**config.mk**
```make
export PLATFORM = sky130hd
export DESIGN_NAME = draw_triangle
export DESIGN_NICKNAME = d
export VERILOG_FILES = /design/src/raster_pkg.sv /design/src/draw_line.sv /design/src/draw_triangle.sv
export VERILOG_INCLUDE_DIRS = /design/src /design/src/src
export SDC_FILE = /design/constraint.sdc
export NUM_CORES = 1
export LEC_CHECK = 0
export BUFFER_PORTS_ARGS = -buffer_cell sky130_fd_sc_hd__buf_2
export CORE_ASPECT_RATIO = 0.9
export CORE_MARGIN = 2
export CORE_UTILIZATION = 40
export DETAILED_ROUTE_END_ITERATION = 7
export PLACE_DENSITY = 0.65
export SLEW_MARGIN = 10
export SYNTH_ARGS = -nofsm -noshare
export SYNTH_HDL_FRONTEND = slang
export SYNTH_SLANG_ARGS = --single-unit
```
**constraint.sdc**
```tcl
create_clock -name clk_pix -period 5.6 [get_ports clk_pix]
set_input_delay 1.4 -clock clk_pix [delete_from_list [all_inputs] [get_ports clk_pix]]
set_output_delay 1.4 -clock clk_pix [all_outputs]
set_load 0.01 [all_outputs]
```
**src/raster_defines.svh**
```systemverilog
/* raster defines
   framebuffer size, 640x480 display timing and line buffer scale */
`ifndef RASTER_DEFINES_SVH
`define RASTER_DEFINES_SVH

// framebuffer in pixels
`define FB_WIDTH  160
`define FB_HEIGHT 120

`define LB_SCALE  4     // display pixels per fb pixel in each direction

// horizontal timing in pixels
`define H_RES     640
`define H_FP      16    // front porch
`define H_SYNC    96
`define H_TOTAL   800   // includes back porch

// vertical timing in lines
`define V_RES     480
`define V_FP      10
`define V_SYNC    2
`define V_TOTAL   525

// both sync pulses are active low

`endif

```
**src/raster_pkg.sv**
```systemverilog
/* raster package
   coordinate, address and colour types plus the fixed 4-entry palette */
`default_nettype none
`include "raster_defines.svh"

package raster_pkg;
    typedef logic [$clog2(`FB_WIDTH)-1:0] coord_t;       // fb coordinate
    typedef logic [$clog2(`H_TOTAL)-1:0] scr_coord_t;    // screen position
    typedef logic [$clog2(`FB_WIDTH*`FB_HEIGHT)-1:0] fb_addr_t;
    typedef logic [1:0] cidx_t;                          // colour index
    typedef logic [11:0] colr_t;                         // {r, g, b} 4 bits each

    // index to rgb
    localparam colr_t palette [4] = '{
        12'h000,    // black
        12'hf80,    // orange
        12'h0c4,    // green
        12'h28f     // blue
    };
endpackage

`default_nettype wire

```
**src/draw_line.sv**
```systemverilog
/* line drawer
   integer error-term walk from (xa, ya) to (xb, yb), one pixel per enabled cycle */
`default_nettype none
`timescale 1ns/10ps
`include "raster_defines.svh"

module draw_line (
    input  wire logic clk_pix,
    input  wire logic arst_n,
    input  wire logic line_start,
    input  wire logic enable,
    input  wire raster_pkg::coord_t xa,
    input  wire raster_pkg::coord_t ya,
    input  wire raster_pkg::coord_t xb,
    input  wire raster_pkg::coord_t yb,
    output raster_pkg::coord_t x,
    output raster_pkg::coord_t y,
    output logic valid,
    output logic busy,
    output logic done
);
    import raster_pkg::*;

    typedef enum logic {IDLE, DRAW} state_t;
    state_t state;

    coord_t xe, ye;                     // end point
    logic right, down;                  // step directions
    logic signed [9:0] dx, dy, err;     // dy kept negative
    logic signed [9:0] dx_in, dy_in;
    logic signed [10:0] e2;             // doubled error
    logic at_end;

    always_comb begin
        dx_in = (xa < xb) ? 10'(xb) - 10'(xa) : 10'(xa) - 10'(xb);
        dy_in = (ya < yb) ? 10'(ya) - 10'(yb) : 10'(yb) - 10'(ya);
        e2 = err <<< 1;
        at_end = (x == xe) && (y == ye);
        busy = (state == DRAW);
        valid = busy && enable;         // current x, y is a pixel
    end

    always_ff @(posedge clk_pix or negedge arst_n) begin
        if (!arst_n) begin
            state <= IDLE;
            done <= 1'b0;
        end else begin
            done <= 1'b0;
            case (state)
                IDLE: if (line_start) state <= DRAW;
                DRAW: if (enable && at_end) begin
                    state <= IDLE;
                    done <= 1'b1;       // end point written this cycle
                end
                default: state <= IDLE;
            endcase
        end
    end

    // position and error term
    always_ff @(posedge clk_pix) begin
        if (state == IDLE && line_start) begin
            x <= xa;
            y <= ya;
            xe <= xb;
            ye <= yb;
            right <= xa < xb;
            down <= ya < yb;
            dx <= dx_in;
            dy <= dy_in;
            err <= dx_in + dy_in;
        end else if (valid && !at_end) begin
            if (e2 >= dy) x <= right ? x + 1'b1 : x - 1'b1;
            if (e2 <= dx) y <= down ? y + 1'b1 : y - 1'b1;
            err <= err + ((e2 >= dy) ? dy : 10'sd0) + ((e2 <= dx) ? dx : 10'sd0);
        end
    end

    a_x_range: assert property (@(posedge clk_pix) disable iff (!arst_n)
        busy |-> x < `FB_WIDTH);
endmodule

`default_nettype wire

```
**src/draw_triangle.sv**
```systemverilog
/* triangle drawer
   latches a command and draws its three edges into the framebuffer */
`default_nettype none
`timescale 1ns/10ps
`include "raster_defines.svh"

module draw_triangle (
    input  wire logic clk_pix,
    input  wire logic arst_n,
    input  wire logic draw_start,
    input  wire raster_pkg::coord_t x0,
    input  wire raster_pkg::coord_t y0,
    input  wire raster_pkg::coord_t x1,
    input  wire raster_pkg::coord_t y1,
    input  wire raster_pkg::coord_t x2,
    input  wire raster_pkg::coord_t y2,
    input  wire raster_pkg::cidx_t cidx,
    output logic draw_busy,
    output logic fb_we,
    output raster_pkg::fb_addr_t fb_addr,
    output raster_pkg::cidx_t fb_cidx
);
    import raster_pkg::*;

    coord_t vx [3];                 // latched vertices
    coord_t vy [3];
    cidx_t cidx_r;
    logic [1:0] edge_sel;           // edge being drawn
    logic [1:0] edge_end;           // vertex closing that edge
    logic line_start, line_valid, line_busy, line_done;
    coord_t px, py;

    always_comb edge_end = (edge_sel == 2'd2) ? 2'd0 : edge_sel + 2'd1;

    always_ff @(posedge clk_pix) begin
        if (draw_start && !draw_busy) begin
            vx <= '{x0, x1, x2};
            vy <= '{y0, y1, y2};
            cidx_r <= cidx;
        end
    end

    // edge sequencer, next edge starts on done
    always_ff @(posedge clk_pix or negedge arst_n) begin
        if (!arst_n) begin
            draw_busy <= 1'b0;
            edge_sel <= '0;
            line_start <= 1'b0;
        end else begin
            line_start <= 1'b0;
            if (!draw_busy) begin
                if (draw_start) begin   // starts while busy are dropped
                    draw_busy <= 1'b1;
                    edge_sel <= '0;
                    line_start <= 1'b1;
                end
            end else if (line_done) begin
                if (edge_sel == 2'd2) begin
                    draw_busy <= 1'b0;  // last pixel written on this edge
                end else begin
                    edge_sel <= edge_sel + 2'd1;
                    line_start <= 1'b1;
                end
            end
        end
    end

    draw_line u_line (
        .clk_pix,
        .arst_n,
        .line_start,
        .enable(1'b1),              // never stalls
        .xa(vx[edge_sel]),
        .ya(vy[edge_sel]),
        .xb(vx[edge_end]),
        .yb(vy[edge_end]),
        .x(px),
        .y(py),
        .valid(line_valid),
        .busy(line_busy),
        .done(line_done)
    );

    // address calc costs a cycle, so the write lags valid by one
    always_ff @(posedge clk_pix or negedge arst_n) begin
        if (!arst_n) fb_we <= 1'b0;
        else fb_we <= line_valid;
    end

    always_ff @(posedge clk_pix) begin
        fb_addr <= fb_addr_t'(py * `FB_WIDTH + px);
        fb_cidx <= cidx_r;
    end

    a_vert_range: assert property (@(posedge clk_pix) disable iff (!arst_n)
        draw_start && !draw_busy |-> x0 < `FB_WIDTH && x1 < `FB_WIDTH && x2 < `FB_WIDTH
            && y0 < `FB_HEIGHT && y1 < `FB_HEIGHT && y2 < `FB_HEIGHT);

    // the line drawer only runs inside a triangle command
    a_edge_in_cmd: assert property (@(posedge clk_pix) disable iff (!arst_n)
        line_busy |-> draw_busy);
endmodule

`default_nettype wire

```
### Yosys cells after proc, flatten, opt, wreduce, memory -nomap -nowiden

Cells that the tools add are included.

| word-level totals | value |
|---|---|
| register bits after elaboration | 138 |
| input port bits | 53 |
| output and inout bits | 19 |
| logic and storage cells | 107 |

| operators by class | value |
|---|---|
| $add $sub $neg | 13 |
| multiply operators | 1 |
| magnitude comparators | 6 |
| equality and inequality tests | 5 |
| muxes and demuxes | 42 |
| bitwise logic cells | 3 |
| reductions and logical operators | 13 |

Operators with widths:

| kind | number |
|---|---|
| 8-bit two-way mux | 16 |
| 8-bit binary-select mux with 2-bit select | 4 |
| 10-bit two-way mux | 6 |
| 8-bit by 8-bit subtractor with 9-bit output | 4 |
| 10-bit adder | 3 |
| 8-bit by 1-bit adder with 8-bit output (second input constant) | 2 |
| 8-bit equality test | 2 |
| 8-bit < comparator | 2 |
| 8-bit by 1-bit subtractor with 8-bit output (second input constant) | 2 |
| 15-bit by 8-bit adder with 15-bit output | 1 |
| 11-bit by 10-bit >= comparator with 1-bit output | 1 |
| 11-bit by 10-bit less-or-equal comparator with 1-bit output | 1 |
| 8-bit by 3-bit multiplier with 10-bit output (second input constant) | 1 |
| 1-bit two-way mux | 10 |
| 2-bit two-way mux | 5 |
| 2-bit nonzero test | 4 |
| 3-bit >= comparator (second input constant) | 2 |
| 2-bit NOT with 3-bit output | 2 |
| 1-bit logical AND | 4 |
| 2-bit AND reduction | 2 |
| 3-bit AND reduction | 1 |
| 2-bit by 1-bit adder with 2-bit output (second input constant) | 1 |
| 2-bit equality test (second input constant) | 1 |
| 1-bit zero test | 2 |
| other kinds (4) | 4 |

### Depth between registers and ports, before layout

Gate-level depths: netlist (run 1).

| logic depth | value |
|---|---|
| depth in word-level cells | 10 |
| mapped depth | 25 |
| gate-level depth less buffers | 22 |

### Hierarchy

From an unflattened synthesis (run 1), not the netlist that was laid out.

| second synthesis, totals | value |
|---|---|
| cells, all modules | 879 |
| area total of the unflattened synthesis | 9101.2 um^2 |

Modules (own cells, without submodules):

| module | times used | cells each | area each (um^2) | seq. area each (um^2) |
|---|---|---|---|---|
| draw_line | 1 | 621 | 5829.3 | 1911.8 |
| draw_triangle | 1 | 258 | 3271.9 | 1966.9 |

### Worst setup path after synthesis (run 1)

OpenSTA, ideal clock, no wires.

| path | value |
|---|---|
| kind | register to register |
| from | register edge_sel[1] |
| to | register u_line.err[9] (data pin) |
| setup time | 0.130 ns |
| arrival time | 5.481 ns |
| data required time | 5.470 ns |
| path slack | -0.011 ns |
| stages on the path, launching flop included | 24 |
| buffers on the path | 4 |
| clock period less this slack | 5.611 ns |
| path through | dfrtp_1 -> buf_6 -> buf_1 -> inv_1 -> ha_1 -> buf_4 -> buf_1 -> mux2i_1 -> o21a_1 -> ha_1 -> and2_1 -> a22o_1 -> o41a_1 -> a21oi_4 -> mux2_2 -> inv_1 -> ha_1 -> a21o_1 -> a21oi_1 -> o21ai_0 -> a21oi_1 -> a21oi_1 -> a2111oi_0 -> o22a_1 |

| on the way | value |
|---|---|
| word-level cells in the longest chain between the ends | 10 |
| elaborated cells on any way between the ends | 27 |
| those cells by class | add/sub (6); order compare (2); eq/ne (1); mux (16); bitwise (2) |

RTL lines:

| item | RTL line | text |
|---|---|---|
| from (decl) | draw_triangle.sv:28 | `logic [1:0] edge_sel;` |
| from (signal assigned) | draw_triangle.sv:61 | `edge_sel <= edge_sel + 2'd1;` |
| 2-bit by 1-bit adder with 2-bit output / 2-bit equality test (equally long branches) | draw_triangle.sv:33 | `always_comb edge_end = (edge_sel == 2'd2) ? 2'd0 : edge_sel + 2'd1;` |
| 2-bit two-way mux | draw_triangle.sv:33 |  |
| 2-bit NOT with 3-bit output (implied by the code) | draw_triangle.sv:76 | `.yb(vy[edge_end]),` |
| 8-bit binary-select mux with 2-bit select | draw_triangle.sv:76 |  |
| 8-bit two-way mux (implied by the code) (2 in a row) | draw_triangle.sv:76 |  |
| 8-bit by 8-bit subtractor with 9-bit output / 8-bit < comparator (equally long branches) | draw_line.sv:36 | `dy_in = (ya < yb) ? 10'(ya) - 10'(yb) : 10'(yb) - 10'(ya);` |
| 10-bit two-way mux (*) | draw_line.sv:36 |  |
| named net u_line.dy_in[1] | draw_line.sv:30 | `logic signed [9:0] dx_in, dy_in;` |
| 10-bit adder (*) | draw_line.sv:71 | `err <= dx_in + dy_in;` |
| 10-bit two-way mux (*) | draw_line.sv:62 | `if (state == IDLE && line_start) begin` |
| to (signal assigned) | draw_line.sv:71 |  |
| to (signal assigned) | draw_line.sv:75 | `err <= err + ((e2 >= dy) ? dy : 10'sd0) + ((e2 <= dx) ? dx : 10'sd0);` |
| to (decl) | draw_line.sv:29 | `logic signed [9:0] dx, dy, err;` |

The timed path passes the listed nets; every way through them passes the cells marked *. The select of a mux whose other input is x is not followed.
A chain may end at the register's enable or synchronous reset.

### Worst setup path after layout (run 1)

| path | value |
|---|---|
| from | register edge_sel[0] |
| to | register u_line.err[9] (data pin) |

| on the way | value |
|---|---|
| word-level cells in the longest chain between the ends | 10 |
| elaborated cells on any way between the ends | 27 |
| those cells by class | add/sub (6); order compare (2); eq/ne (1); mux (16); bitwise (2) |

RTL lines:

| item | RTL line | text |
|---|---|---|
| 2-bit by 1-bit adder with 2-bit output / 2-bit equality test (equally long branches) | draw_triangle.sv:33 |  |
| 2-bit two-way mux | draw_triangle.sv:33 |  |
| 2-bit NOT with 3-bit output (implied by the code) | draw_triangle.sv:75 | `.xb(vx[edge_end]),` |
| 8-bit binary-select mux with 2-bit select | draw_triangle.sv:75 |  |
| 8-bit two-way mux (implied by the code) (2 in a row) | draw_triangle.sv:75 |  |
| 8-bit by 8-bit subtractor with 9-bit output / 8-bit < comparator (equally long branches) | draw_line.sv:35 | `dx_in = (xa < xb) ? 10'(xb) - 10'(xa) : 10'(xa) - 10'(xb);` |
| 10-bit two-way mux (*) | draw_line.sv:35 |  |
| named net u_line.dx_in[1] | draw_line.sv:30 |  |
| 10-bit adder (*) | draw_line.sv:71 |  |
| 10-bit two-way mux (*) | draw_line.sv:62 |  |

Marks and branches as above.

==> flow_metrics.tcl, run 1 <==
set metrics [dict create \
    status "complete, no violations" \
    dpl_cell_area_um2 9850 \
    worst-path-buf-inv 3 \
    dp_hpwl_mm 15.5 \
    first_iter_violations 430 \
    cp-start-kind "flop" \
    setup_viol 0 \
    nets 1113 \
    p_per_area_nw_per_um2 544 \
    timing.rr.end "u_line.err[9]$_DFFE_PP_" \
    vias_per_cell 5.01 \
    drcViolationCount 0 \
    fin_crit_sh 0.925 \
    synth_cell_types 59 \
    synth-xor-area-share 0.0644 \
    synthFlopType "edfxtp_1" \
    p_leak_nw 4.59 \
    endpoint_kind "flop" \
    ys_ff_latch 136 \
    stdcell_count 1252 \
    cts_tree "built" \
    rows 52 \
    syn_avg_cell_area_um2 10.6 \
    core-area_um2 22400 \
    syn_area_um2 9100 \
    crit_type "reg -> reg" \
    tightest_slew_ns 0.839 \
    clkLatencyLatePin_ns 0.43 \
    path_clk_slew_ns 0.07 \
    holdPathStages 0 \
    wl_per_cell_um 15.8 \
    first_global_vias 6057 \
    ys_async_sr_fraction 0.0515 \
    crit_family "compound AO/OA/AOI/OAI gates" \
    cts_root_buffer "clkbuf_16" \
    ff2ff_path_depth 20 \
    drive_gt1_frac 0.145 \
    worstPathMaxFanout 18 \
    track_usage 0.172 \
    grt_first_pass_wirelength_mm 32.0 \
    io-pin-count 72 \
    ir_worst_vdd_v 0.000261 \
    diodes 0 \
    syn_inst 856 \
    holdWs_ns 0.340 \
    dp_cells 1220 \
    synth_edf_count 112 \
    crit_required_ns 5.90 \
    fin_tns_setup_ns 0 \
    synth_compound_area_frac 0.129 \
    grt_max_degree 52 \
    cp_cell_sequence "buf_4 > nor2b_1 > buf_4 > a21oi_1 > inv_1 > ha_1 > nor2b_1 > o21ai_0 > a21boi_0 > o32a_4 > a21oi_4 > mux2_2 > ha_1 > a21o_1 > a21oi_1 > o21ai_0 > a21oi_1 > a21oi_1 > a2111oi_0 > o22a_1" \
    synthToLayoutAreaGrowth_pct 14.1 \
    crit_start "edge_sel[0]$_DFFE_PN0P_" \
    r2r-start "edge_sel[0]$_DFFE_PN0P_" \
    finalMaxSlewViolations 0 \
    rsz0062_at_grt "false" \
    relSlewSlack 0.435 \
    hp-class "reg -> reg" \
    first_pass_iters 5 \
    syn-num-nets 1027 \
    wirelength_mm 19.8 \
    final_area_um2 10400 \
    fp.dieW_um 163 \
    vias 6276 \
    antenna_found_initial 0 \
    synth_seq_area_share 0.426 \
    slowest_delay_ns 0.42 \
    synth_top_family_by_area "adder cells" \
    cp_slowest_cell "o32a_4" \
    ff2ff_setup_slack_ns 0.42 \
    drtAntennaViolNets 0 \
    drv_cap 0 \
    arrival_ns 5.48 \
    cts_buffer_depth 2 \
    die_h_um 147 \
    yosysWarnings 0 \
    hold_viol_final 0 \
    min_period_ns 5.18 \
    hp-start "cidx_r[0]$_DFFE_PP_" \
    yosys.area_share.simple 0.0946 \
    hold-path-endpoint "fb_cidx[0]$_DFF_P_" \
    port_buffers 71 \
    die_area_um2 24000 \
    start_util 0.407 \
    numCtsBuffers 17 \
    gp_congestion 0.907 \
    ctsHoldBuffers 0 \
    path_common_cell "a21oi_1" \
    cts-htree-levels 4 \
    clock_sinks 136 \
    max_freq_mhz 193 \
    grt_overflow 0 \
    worst_clock_skew_ns 0.0238 \
    synthMuxAreaShare 0.0535 \
    yosys.area_share.adder 0.178 \
]
[where the power goes]
group	total [W]	internal, W	switching, W
Sequential	0.00158	0.00142	0.000163
Combinational	0.00304	0.00139	0.00165
Clock	0.00102	0.000569	0.000455
Total	0.00565	0.00338	0.00227
[metrics by stage]
stage / setup slack, ns / power, W / util
6_report: 0.418 / 0.00565 / 0.464
4_1_cts: 0.304 / 0.00569 / 0.464
3_3_place_gp: 0.431 / 0.00458 / 0.440
2_1_floorplan: 0.176 / 0.00396 / -
5_1_grt: 0.0270 / 0.00618 / 0.464
3_5_place_dp: 0.330 / 0.00464 / 0.440
[sequential cells by signal, indices dropped and copies added, names as in the netlist, 9 cells and up]
name and count:
u_line.dy 9, vx 24, u_line.err 10, fb_addr 15, u_line.dx 9, vy 24
[per-layer routing]
metal	GRT usage	vias to the layer above	wire [um]
met3	0.0325	16	874
met5	0	-	0
li1	-	3160	-
met1	0.268	2943	10500
met2	0.246	157	8160
met4	0.0429	0	244
[cell type report]
| class | count | area, um^2 |
|---|---|---|
| fill | 2096 | 12000 |
| multi-input combinational | 595 | 4730 |
| sequential | 136 | 3880 |
| clock buffer | 19 | 433 |
| tap | 297 | 372 |
| inverter | 106 | 398 |
| timing repair buffer | 86 | 468 |
| clock inverter | 13 | 98.8 |
[cell families (layout without fill, tap and decap cells)]
family	Yosys count	in the layout
and+or+nand+nor	187	187
muxes	47	47
adders and majority gates	118	118
DFF	136	136
buffers and inverters	125	224
AOI/OAI and AO/OA	177	177
xor gates and xnor gates	66	66
[Yosys cell counts (2+ instances only)]
library cell | instances | share of area
edfxtp_1 | 112 | 0.37
inv_1 | 106 | 0.044
ha_1 | 99 | 0.14
nand2_1 | 70 | 0.029
o21ai_0 | 50 | 0.028
a21oi_1 | 49 | 0.027
nor2_1 | 48 | 0.020
mux2i_1 | 40 | 0.044
xnor2_1 | 35 | 0.034
xor2_1 | 30 | 0.029
a21o_1 | 21 | 0.017
fa_1 | 19 | 0.042
o21a_1 | 18 | 0.015
dfxtp_1 | 17 | 0.037
nor2b_1 | 16 | 0.011
nor3_1 | 14 | 0.0077
clkbuf_1 | 11 | 0.0045
nand2b_1 | 8 | 0.0055
dfrtp_1 | 7 | 0.019
and2_1 | 5 | 0.0034
and3_1 | 5 | 0.0034
mux2_2 | 5 | 0.0062
nor4_1 | 5 | 0.0034
a2111oi_0 | 4 | 0.0038
nand3b_1 | 4 | 0.0033
o21bai_1 | 4 | 0.0033
a31oi_1 | 3 | 0.0021
buf_1 | 3 | 0.0012
buf_6 | 3 | 0.0037
nand3_1 | 3 | 0.0016
nand4_1 | 3 | 0.0021
o31ai_1 | 3 | 0.0025
a21boi_0 | 2 | 0.0016
a21oi_4 | 2 | 0.0036
a22oi_4 | 2 | 0.0047
mux2_4 | 2 | 0.0033
nor3b_1 | 2 | 0.0016
o2bb2ai_1 | 2 | 0.0019
o41a_1 | 2 | 0.0025
o41ai_1 | 2 | 0.0019
or2_2 | 2 | 0.0014
[placed cells by master, fill, tap and decap left out, types with 4 or more instances in the layout]
cell and n:
edfxtp_1 112, inv_1 104, ha_1 98, buf_2 71, nand2_1 70, o21ai_0 50
a21oi_1 49, nor2_1 48, mux2i_1 40, xnor2_1 35, xor2_1 30, a21o_1 21
fa_1 19, o21a_1 18, clkbuf_16 17, dfxtp_1 17, nor2b_1 15, buf_4 15
nor3_1 14, nand2b_1 8, dfrtp_1 7, clkinvlp_4 6, and2_1 5, mux2_2 5
and3_1 5, nor4_1 5, nand3b_1 4, a2111oi_0 4, o21bai_1 4
[worst max path at each step]
stage	endpoint	cells past startpoint
floorplan	u_line.err[9]$_DFFE_PP_	23
global placement	u_line.err[9]$_DFFE_PP_	20
detailed placement	u_line.err[9]$_DFFE_PP_	20
CTS	u_line.err[9]$_DFFE_PP_	20
global route	u_line.err[9]$_DFFE_PP_	20
finish	u_line.err[9]$_DFFE_PP_	20
[repair_timing]
action,4_1_cts,5_1_grt
endpoints found under the setup margin,0,2
resized for setup,0,2
setup buffers,0,0
(Power assumes the default switching activity.)
==> inputs of run 2 (changes only) <==
--- a/config.mk
+++ b/config.mk
@@ -11,5 +11,6 @@
 export CORE_MARGIN = 2
-export CORE_UTILIZATION = 40
+export CORE_UTILIZATION = 45
+export CTS_CLUSTER_DIAMETER = 80
 export DETAILED_ROUTE_END_ITERATION = 7
-export PLACE_DENSITY = 0.65
+export PLACE_DENSITY = 0.71
 export SLEW_MARGIN = 10
==> constraint.sdc (replaced) <==
create_clock -name clk_pix -period 5.6 [get_ports clk_pix]
set_input_delay 0.28 -clock clk_pix [delete_from_list [all_inputs] [get_ports clk_pix]]
set_output_delay 0.28 -clock clk_pix [all_outputs]
set_load 0.01 [all_outputs]
==> run 2 against run 1 <==
Effect of this change: via count up 0.61%; die area down 11%; sequential share of layout area down 0.16 points; clock skew down 0.0041 ns; clock power up 8%; maximum frequency down 0.85%; register-to-register slack worse by 0.04 ns.
==> flow_metrics.tcl, run 2 (synthesis gave the netlist of run 1 again) <==
set metrics [dict create \
    status "complete, no violations" \
    start_util 0.457 \
    cts_tree "built" \
    vias 6314 \
    die_area_um2 21400 \
    vias_per_cell 5.20 \
    ff2ff_setup_slack_ns 0.37 \
    timing.rr.end "u_line.err[9]$_DFFE_PP_" \
    setup_viol 0 \
    final-seq-area_um2 3880 \
    crit_family "compound AO/OA/AOI/OAI gates" \
    multi_input_area_um2 4730 \
    synthToLayoutAreaGrowth_pct 14.6 \
    crit_required_ns 5.89 \
    worst-path-buf-inv 2 \
    fp.dieW_um 154 \
    hp-start "y0[7]" \
    seqPwrFrac 0.275 \
    intPower_w 0.00345 \
    core-area_um2 19900 \
    hp-class "in -> reg" \
    drtAntennaViolNets 0 \
    first_global_vias 6183 \
    utilization 0.523 \
    max_freq_mhz 191 \
    ir_worst_vdd_v 0.000302 \
    fin_tns_setup_ns 0 \
    p_switching_w 0.00231 \
    clkLatencyLatePin_ns 0.43 \
    p_per_area_nw_per_um2 552 \
    fin_crit_sh 0.933 \
    drv_cap 0 \
    drive_gt1_frac 0.144 \
    cp_slowest_cell "o32a_4" \
    grt_first_pass_wirelength_mm 31.8 \
    fillCellCount 1705 \
    grt_max_degree 68 \
    p_sw_frac 0.401 \
    gp_congestion 0.914 \
    dp_cells 1177 \
    crit_type "reg -> reg" \
    antenna_found_initial 0 \
    clock_sinks 136 \
    first_iter_violations 420 \
    stdcell_count 1214 \
    endpoint_kind "flop" \
    arrival_ns 5.51 \
    dp_hpwl_mm 15.1 \
    io-pin-count 72 \
    cts-htree-levels 4 \
    min_period_ns 5.23 \
    rows 49 \
    cp_cell_sequence "buf_4 > ha_1 > nor2b_1 > buf_4 > nand2_1 > o21a_1 > ha_1 > nor2b_1 > o21ai_0 > a21boi_0 > o32a_4 > a21oi_4 > mux2_2 > ha_1 > a21o_1 > a21oi_1 > o21ai_0 > a21oi_1 > a21oi_1 > a2111oi_0 > o22a_1" \
    finalPower_w 0.00576 \
    hold-path-endpoint "vy[23]$_DFFE_PP_" \
    port_buffers 71 \
    combPwrFrac 0.534 \
    wirelength_mm 19.7 \
    p_leak_nw 4.64 \
    hold_viol_final 0 \
    drcViolationCount 0 \
    layout_commonest_cell "edfxtp_1" \
    numCtsBuffers 17 \
    cp-start-kind "flop" \
    grt_overflow 0 \
    tightest_slew_ns 0.820 \
    diodes 0 \
    worstPathMaxFanout 18 \
    worst_clock_skew_ns 0.0196 \
    relSlewSlack 0.447 \
    nets 1117 \
    finalMaxSlewViolations 0 \
    cts_setup_buffers 0 \
    first_pass_iters 5 \
    pre_cts_ws_ns 0.359 \
    cts_buffer_depth 2 \
    r2r-start "edge_sel[0]$_DFFE_PN0P_" \
    layout_setup_ws_ns 0.374 \
    reg_top3 "vx x24, vy x24, fb_addr x15" \
    layout_common_cells "edfxtp_1 (112), inv_1 (105), ha_1 (98), buf_2 (71), nand2_1 (70)" \
    holdPathStages 1 \
    die_h_um 139 \
    slowest_delay_ns 0.42 \
    crit_start "edge_sel[0]$_DFFE_PN0P_" \
    ff2ff_path_depth 21 \
    cts_root_buffer "clkbuf_16" \
    power_frac_clock 0.191 \
    rsz0062_at_grt "false" \
    wl_per_cell_um 16.2 \
    track_usage 0.190 \
    path_clk_slew_ns 0.07 \
]
## run 2: cell types whose count changed in the layout (fill, tap and decap cells not counted)
cell | previous run | this run
dlygate4sd3_1 | 0 | 5
clkbuf_1 | 2 | 0
clkinv_2 | 2 | 0
clkinvlp_4 | 6 | 4
inv_6 | 3 | 5
inv_8 | 0 | 2
buf_4 | 15 | 14
bufinv_16 | 0 | 1
clkinv_8 | 0 | 1
inv_1 | 104 | 105
inv_2 | 2 | 1
## run 2: metrics by stage
step | instance area [um^2] | hold slack (ns)
final | 10400 | 0.0184
after global routing | 10400 | 0.00330
after CTS | 10400 | 0.000218
after detailed placement | 9790 | 0.146
after global placement | 9790 | 0.139
after floorplan | 9100 | -0.0156
## run 2: routing by layer
layer / part of all wire / track usage
met3: 0.049 / 0.0378
met2: 0.43 / 0.282
met5: 0 / 0
met1: 0.50 / 0.279
met4: 0.016 / 0.0620
## run 2: layout make-up
| class | count | share of cell area |
|---|---|---|
| Clock buffer | 17 | 0.0408 |
| Timing Repair Buffer | 90 | 0.0490 |
| Inverter | 106 | 0.0382 |
| Clock inverter | 15 | 0.0154 |
| Tap cell | 255 | 0.0306 |
| Sequential cell | 136 | 0.372 |
| Multi-Input combinational cell | 595 | 0.454 |
## run 2: power by group through the flow
stage                     clock (W)  combinational, W  sequential (W)
final                       0.00110           0.00307         0.00159
after floorplan                   0           0.00238         0.00158
after global routing        0.00117           0.00348         0.00161
after global placement            0           0.00295         0.00160
after detailed placement          0           0.00303         0.00161
after CTS                   0.00112           0.00308         0.00159
## run 2: worst max-delay path by stage
| stage | slack (ns) | to | depth (start not counted) |
|---|---|---|---|
| finish | 0.37 | u_line.err[9]$_DFFE_PP_ | 21 |
| floorplan | 0.18 | u_line.err[9]$_DFFE_PP_ | 23 |
| detailed placement | 0.36 | u_line.err[9]$_DFFE_PP_ | 20 |
| global placement | 0.50 | u_line.err[9]$_DFFE_PP_ | 20 |
| global route | 0.07 | u_line.err[9]$_DFFE_PP_ | 20 |
| CTS | 0.34 | u_line.err[9]$_DFFE_PP_ | 20 |
## run 2: worst register-to-register path, cell delays in order (launching register included)
cell and delay, ns:
dfrtp_1 0.35, buf_4 0.23, ha_1 0.20, nor2b_1 0.19, buf_4 0.19, nand2_1 0.06
o21a_1 0.18, ha_1 0.33, nor2b_1 0.13, o21ai_0 0.21, a21boi_0 0.18, o32a_4 0.42
a21oi_4 0.27, mux2_2 0.40, ha_1 0.27, a21o_1 0.17, a21oi_1 0.21, o21ai_0 0.10
a21oi_1 0.23, a21oi_1 0.14, a2111oi_0 0.40, o22a_1 0.21
## run 2: what timing repair did
item                                    in CTS  in global routing
hold buffers                                 5                  0
endpoints found under the hold margin       11                  0
gates resized for setup                      0                  1
endpoints found under the setup margin       0                  1
==> inputs of run 3 (changes only) <==
Settings changed: GPL_TIMING_DRIVEN set to 0.
==> run 3 against run 2 <==
Effect of this change: via count is 4.5% higher; final cell count rose by 2.1%; non-clock buffer count grew 26; sequential power barely moved; global-route usage rose by 0.88 points; core utilization rose by 1.5 points; combinational power is 4% higher; worst setup slack worse by 0.14 ns; clock power grew 12%; die area unchanged; critical path depth up 1; clock-buffer cell count unchanged.
==> flow_metrics.tcl, run 3 (synthesis gave the netlist of run 1 again) <==
set metrics [dict create \
    wirelength_mm 20.5 \
    rows 49 \
    hold_viol_final 0 \
    first_iter_violations 412 \
    slowest_delay_ns 0.40 \
    setup_viol 0 \
    grt_overflow 0 \
    io-pin-count 72 \
    cts-htree-levels 4 \
    crit_required_ns 5.74 \
    drv_cap 0 \
    min_period_ns 5.36 \
    arrival_ns 5.51 \
    core-area_um2 19900 \
    finalPower_w 0.00598 \
    port_buffers 71 \
    drive_gt1_frac 0.172 \
    p_leak_nw 4.79 \
    hp-class "in -> reg" \
    reg_top3 "vx x24, vy x24, fb_addr x15" \
    worstPathMaxFanout 10 \
    layout_setup_ws_ns 0.237 \
    dp_cells 1184 \
    path_clk_slew_ns 0.06 \
    worst_clock_skew_ns 0.0241 \
    ir_worst_vdd_v 0.000250 \
    cts_tree "built" \
    cts_root_buffer "clkbuf_16" \
    cts_buffer_depth 2 \
    gp_congestion 0.910 \
    grt_max_degree 36 \
    antenna_found_initial 0 \
    wl_per_cell_um 16.6 \
    clock_sinks 136 \
    drtAntennaViolNets 0 \
    first_pass_iters 5 \
    die_area_um2 21400 \
    pre_cts_ws_ns -0.791 \
    stdcell_count 1240 \
    status "complete, no violations" \
    relSlewSlack 0.430 \
    fp.dieW_um 154 \
    cp-start-kind "flop" \
    clkLatencyLatePin_ns 0.44 \
    tightest_slew_ns 0.847 \
    path_common_cell "ha_1" \
    cp_slowest_cell "o41a_1" \
    grt_first_pass_wirelength_mm 33.3 \
    layout_commonest_cell "edfxtp_1" \
    vias_per_cell 5.32 \
    crit_type "reg -> reg" \
    cp_cell_sequence "buf_6 > clkinvlp_4 > ha_1 > buf_4 > buf_8 > mux2i_1 > o21a_2 > ha_1 > a21o_1 > a22o_1 > o41a_1 > a21oi_4 > mux2i_1 > xor2_1 > ha_1 > nor2b_1 > o21ai_1 > a21oi_1 > o21a_1 > o41a_1 > xnor2_2 > o21ai_0" \
    finalMaxSlewViolations 0 \
    drcViolationCount 0 \
    start_util 0.457 \
    vias 6598 \
    p_per_area_nw_per_um2 557 \
    track_usage 0.199 \
    layout_common_cells "edfxtp_1 (112), inv_1 (105), ha_1 (97), buf_2 (72), nand2_1 (70)" \
    nets 1143 \
    die_h_um 139 \
    numCtsBuffers 17 \
    first_global_vias 6398 \
    max_freq_mhz 186 \
    dp_hpwl_mm 15.8 \
    synthToLayoutAreaGrowth_pct 17.9 \
    endpoint_kind "flop" \
    diodes 0 \
    fin_crit_sh 0.958 \
]
## run 3: what timing repair did
item,in CTS,in global routing
gates resized for setup,14,13
setup endpoints to repair,6,4
buffers inserted,7,18
hold endpoints to repair,7,0
pin swaps,2,3
hold buffers,1,0
## run 3: worst max-delay path, delay by kind of cell, from the launching register on
family,cells,cell delay (ns)
fa+ha+maj,3,0.85
mux,2,0.36
simple gates,1,0.15
xor+xnor,2,0.44
buf+inv,4,0.64
flops,1,0.37
compound gates,10,2.25
## run 3: final timing paths
check | slack (ns) | startpoint | cells after the start | to
max | 0.24 | edge_sel[0]$_DFFE_PN0P_ | 22 | u_line.err[8]$_DFFE_PP_
min | 0.01 | y2[5] | 1 | vy[5]$_DFFE_PP_
max reg2reg | 0.24 | edge_sel[0]$_DFFE_PN0P_ | 22 | u_line.err[8]$_DFFE_PP_
min reg2reg | 0.34 | cidx_r[1]$_DFFE_PP_ | 0 | fb_cidx[1]$_DFF_P_
max in group asynchronous | 5.23 | arst_n | 2 | edge_sel[0]$_DFFE_PN0P_
min in group asynchronous | 0.20 | arst_n | 2 | fb_we$_DFF_PN0_
## run 3: stage by stage
| stage | setup TNS [ns] | hold slack (ns) | cell area (um^2) | utilization |
|---|---|---|---|---|
| after global routing | -0.00317 | 0.00449 | 10700 | 0.539 |
| after detailed placement | -2.77 | 0.123 | 9820 | 0.493 |
| after CTS | 0 | 0.00543 | 10600 | 0.530 |
| final | 0 | 0.0140 | 10700 | 0.539 |
| after floorplan | 0 | -0.0156 | 9100 | - |
| after global placement | -2.81 | 0.122 | 9770 | 0.491 |
## run 3: where the power goes
| part | switching [W] | total (W) | internal [W] |
|---|---|---|---|
| Sequential | 0.000158 | 0.00158 | 0.00142 |
| Combinational | 0.00173 | 0.00318 | 0.00145 |
| Clock | 0.000471 | 0.00123 | 0.000757 |
| Total | 0.00235 | 0.00598 | 0.00363 |
## run 3: routing by layer
layer,global-route usage,vias up,wire length (um)
met5,0,-,0
met4,0.0664,0,384
met3,0.0428,28,1120
met2,0.294,216,8760
met1,0.290,3135,10300
li1,-,3219,-
## run 3: layout make-up
| cell class | count | area [um^2] |
|---|---|---|
| Fill cell | 1698 | 9190 |
| Inverter | 106 | 402 |
| Buffer | 17 | 120 |
| Clock buffer | 17 | 425 |
| Tap cell | 255 | 319 |
| Timing Repair Buffer | 99 | 593 |
| Clock inverter | 15 | 215 |
| Sequential cell | 136 | 3880 |
| Multi-Input combinational cell | 595 | 4780 |
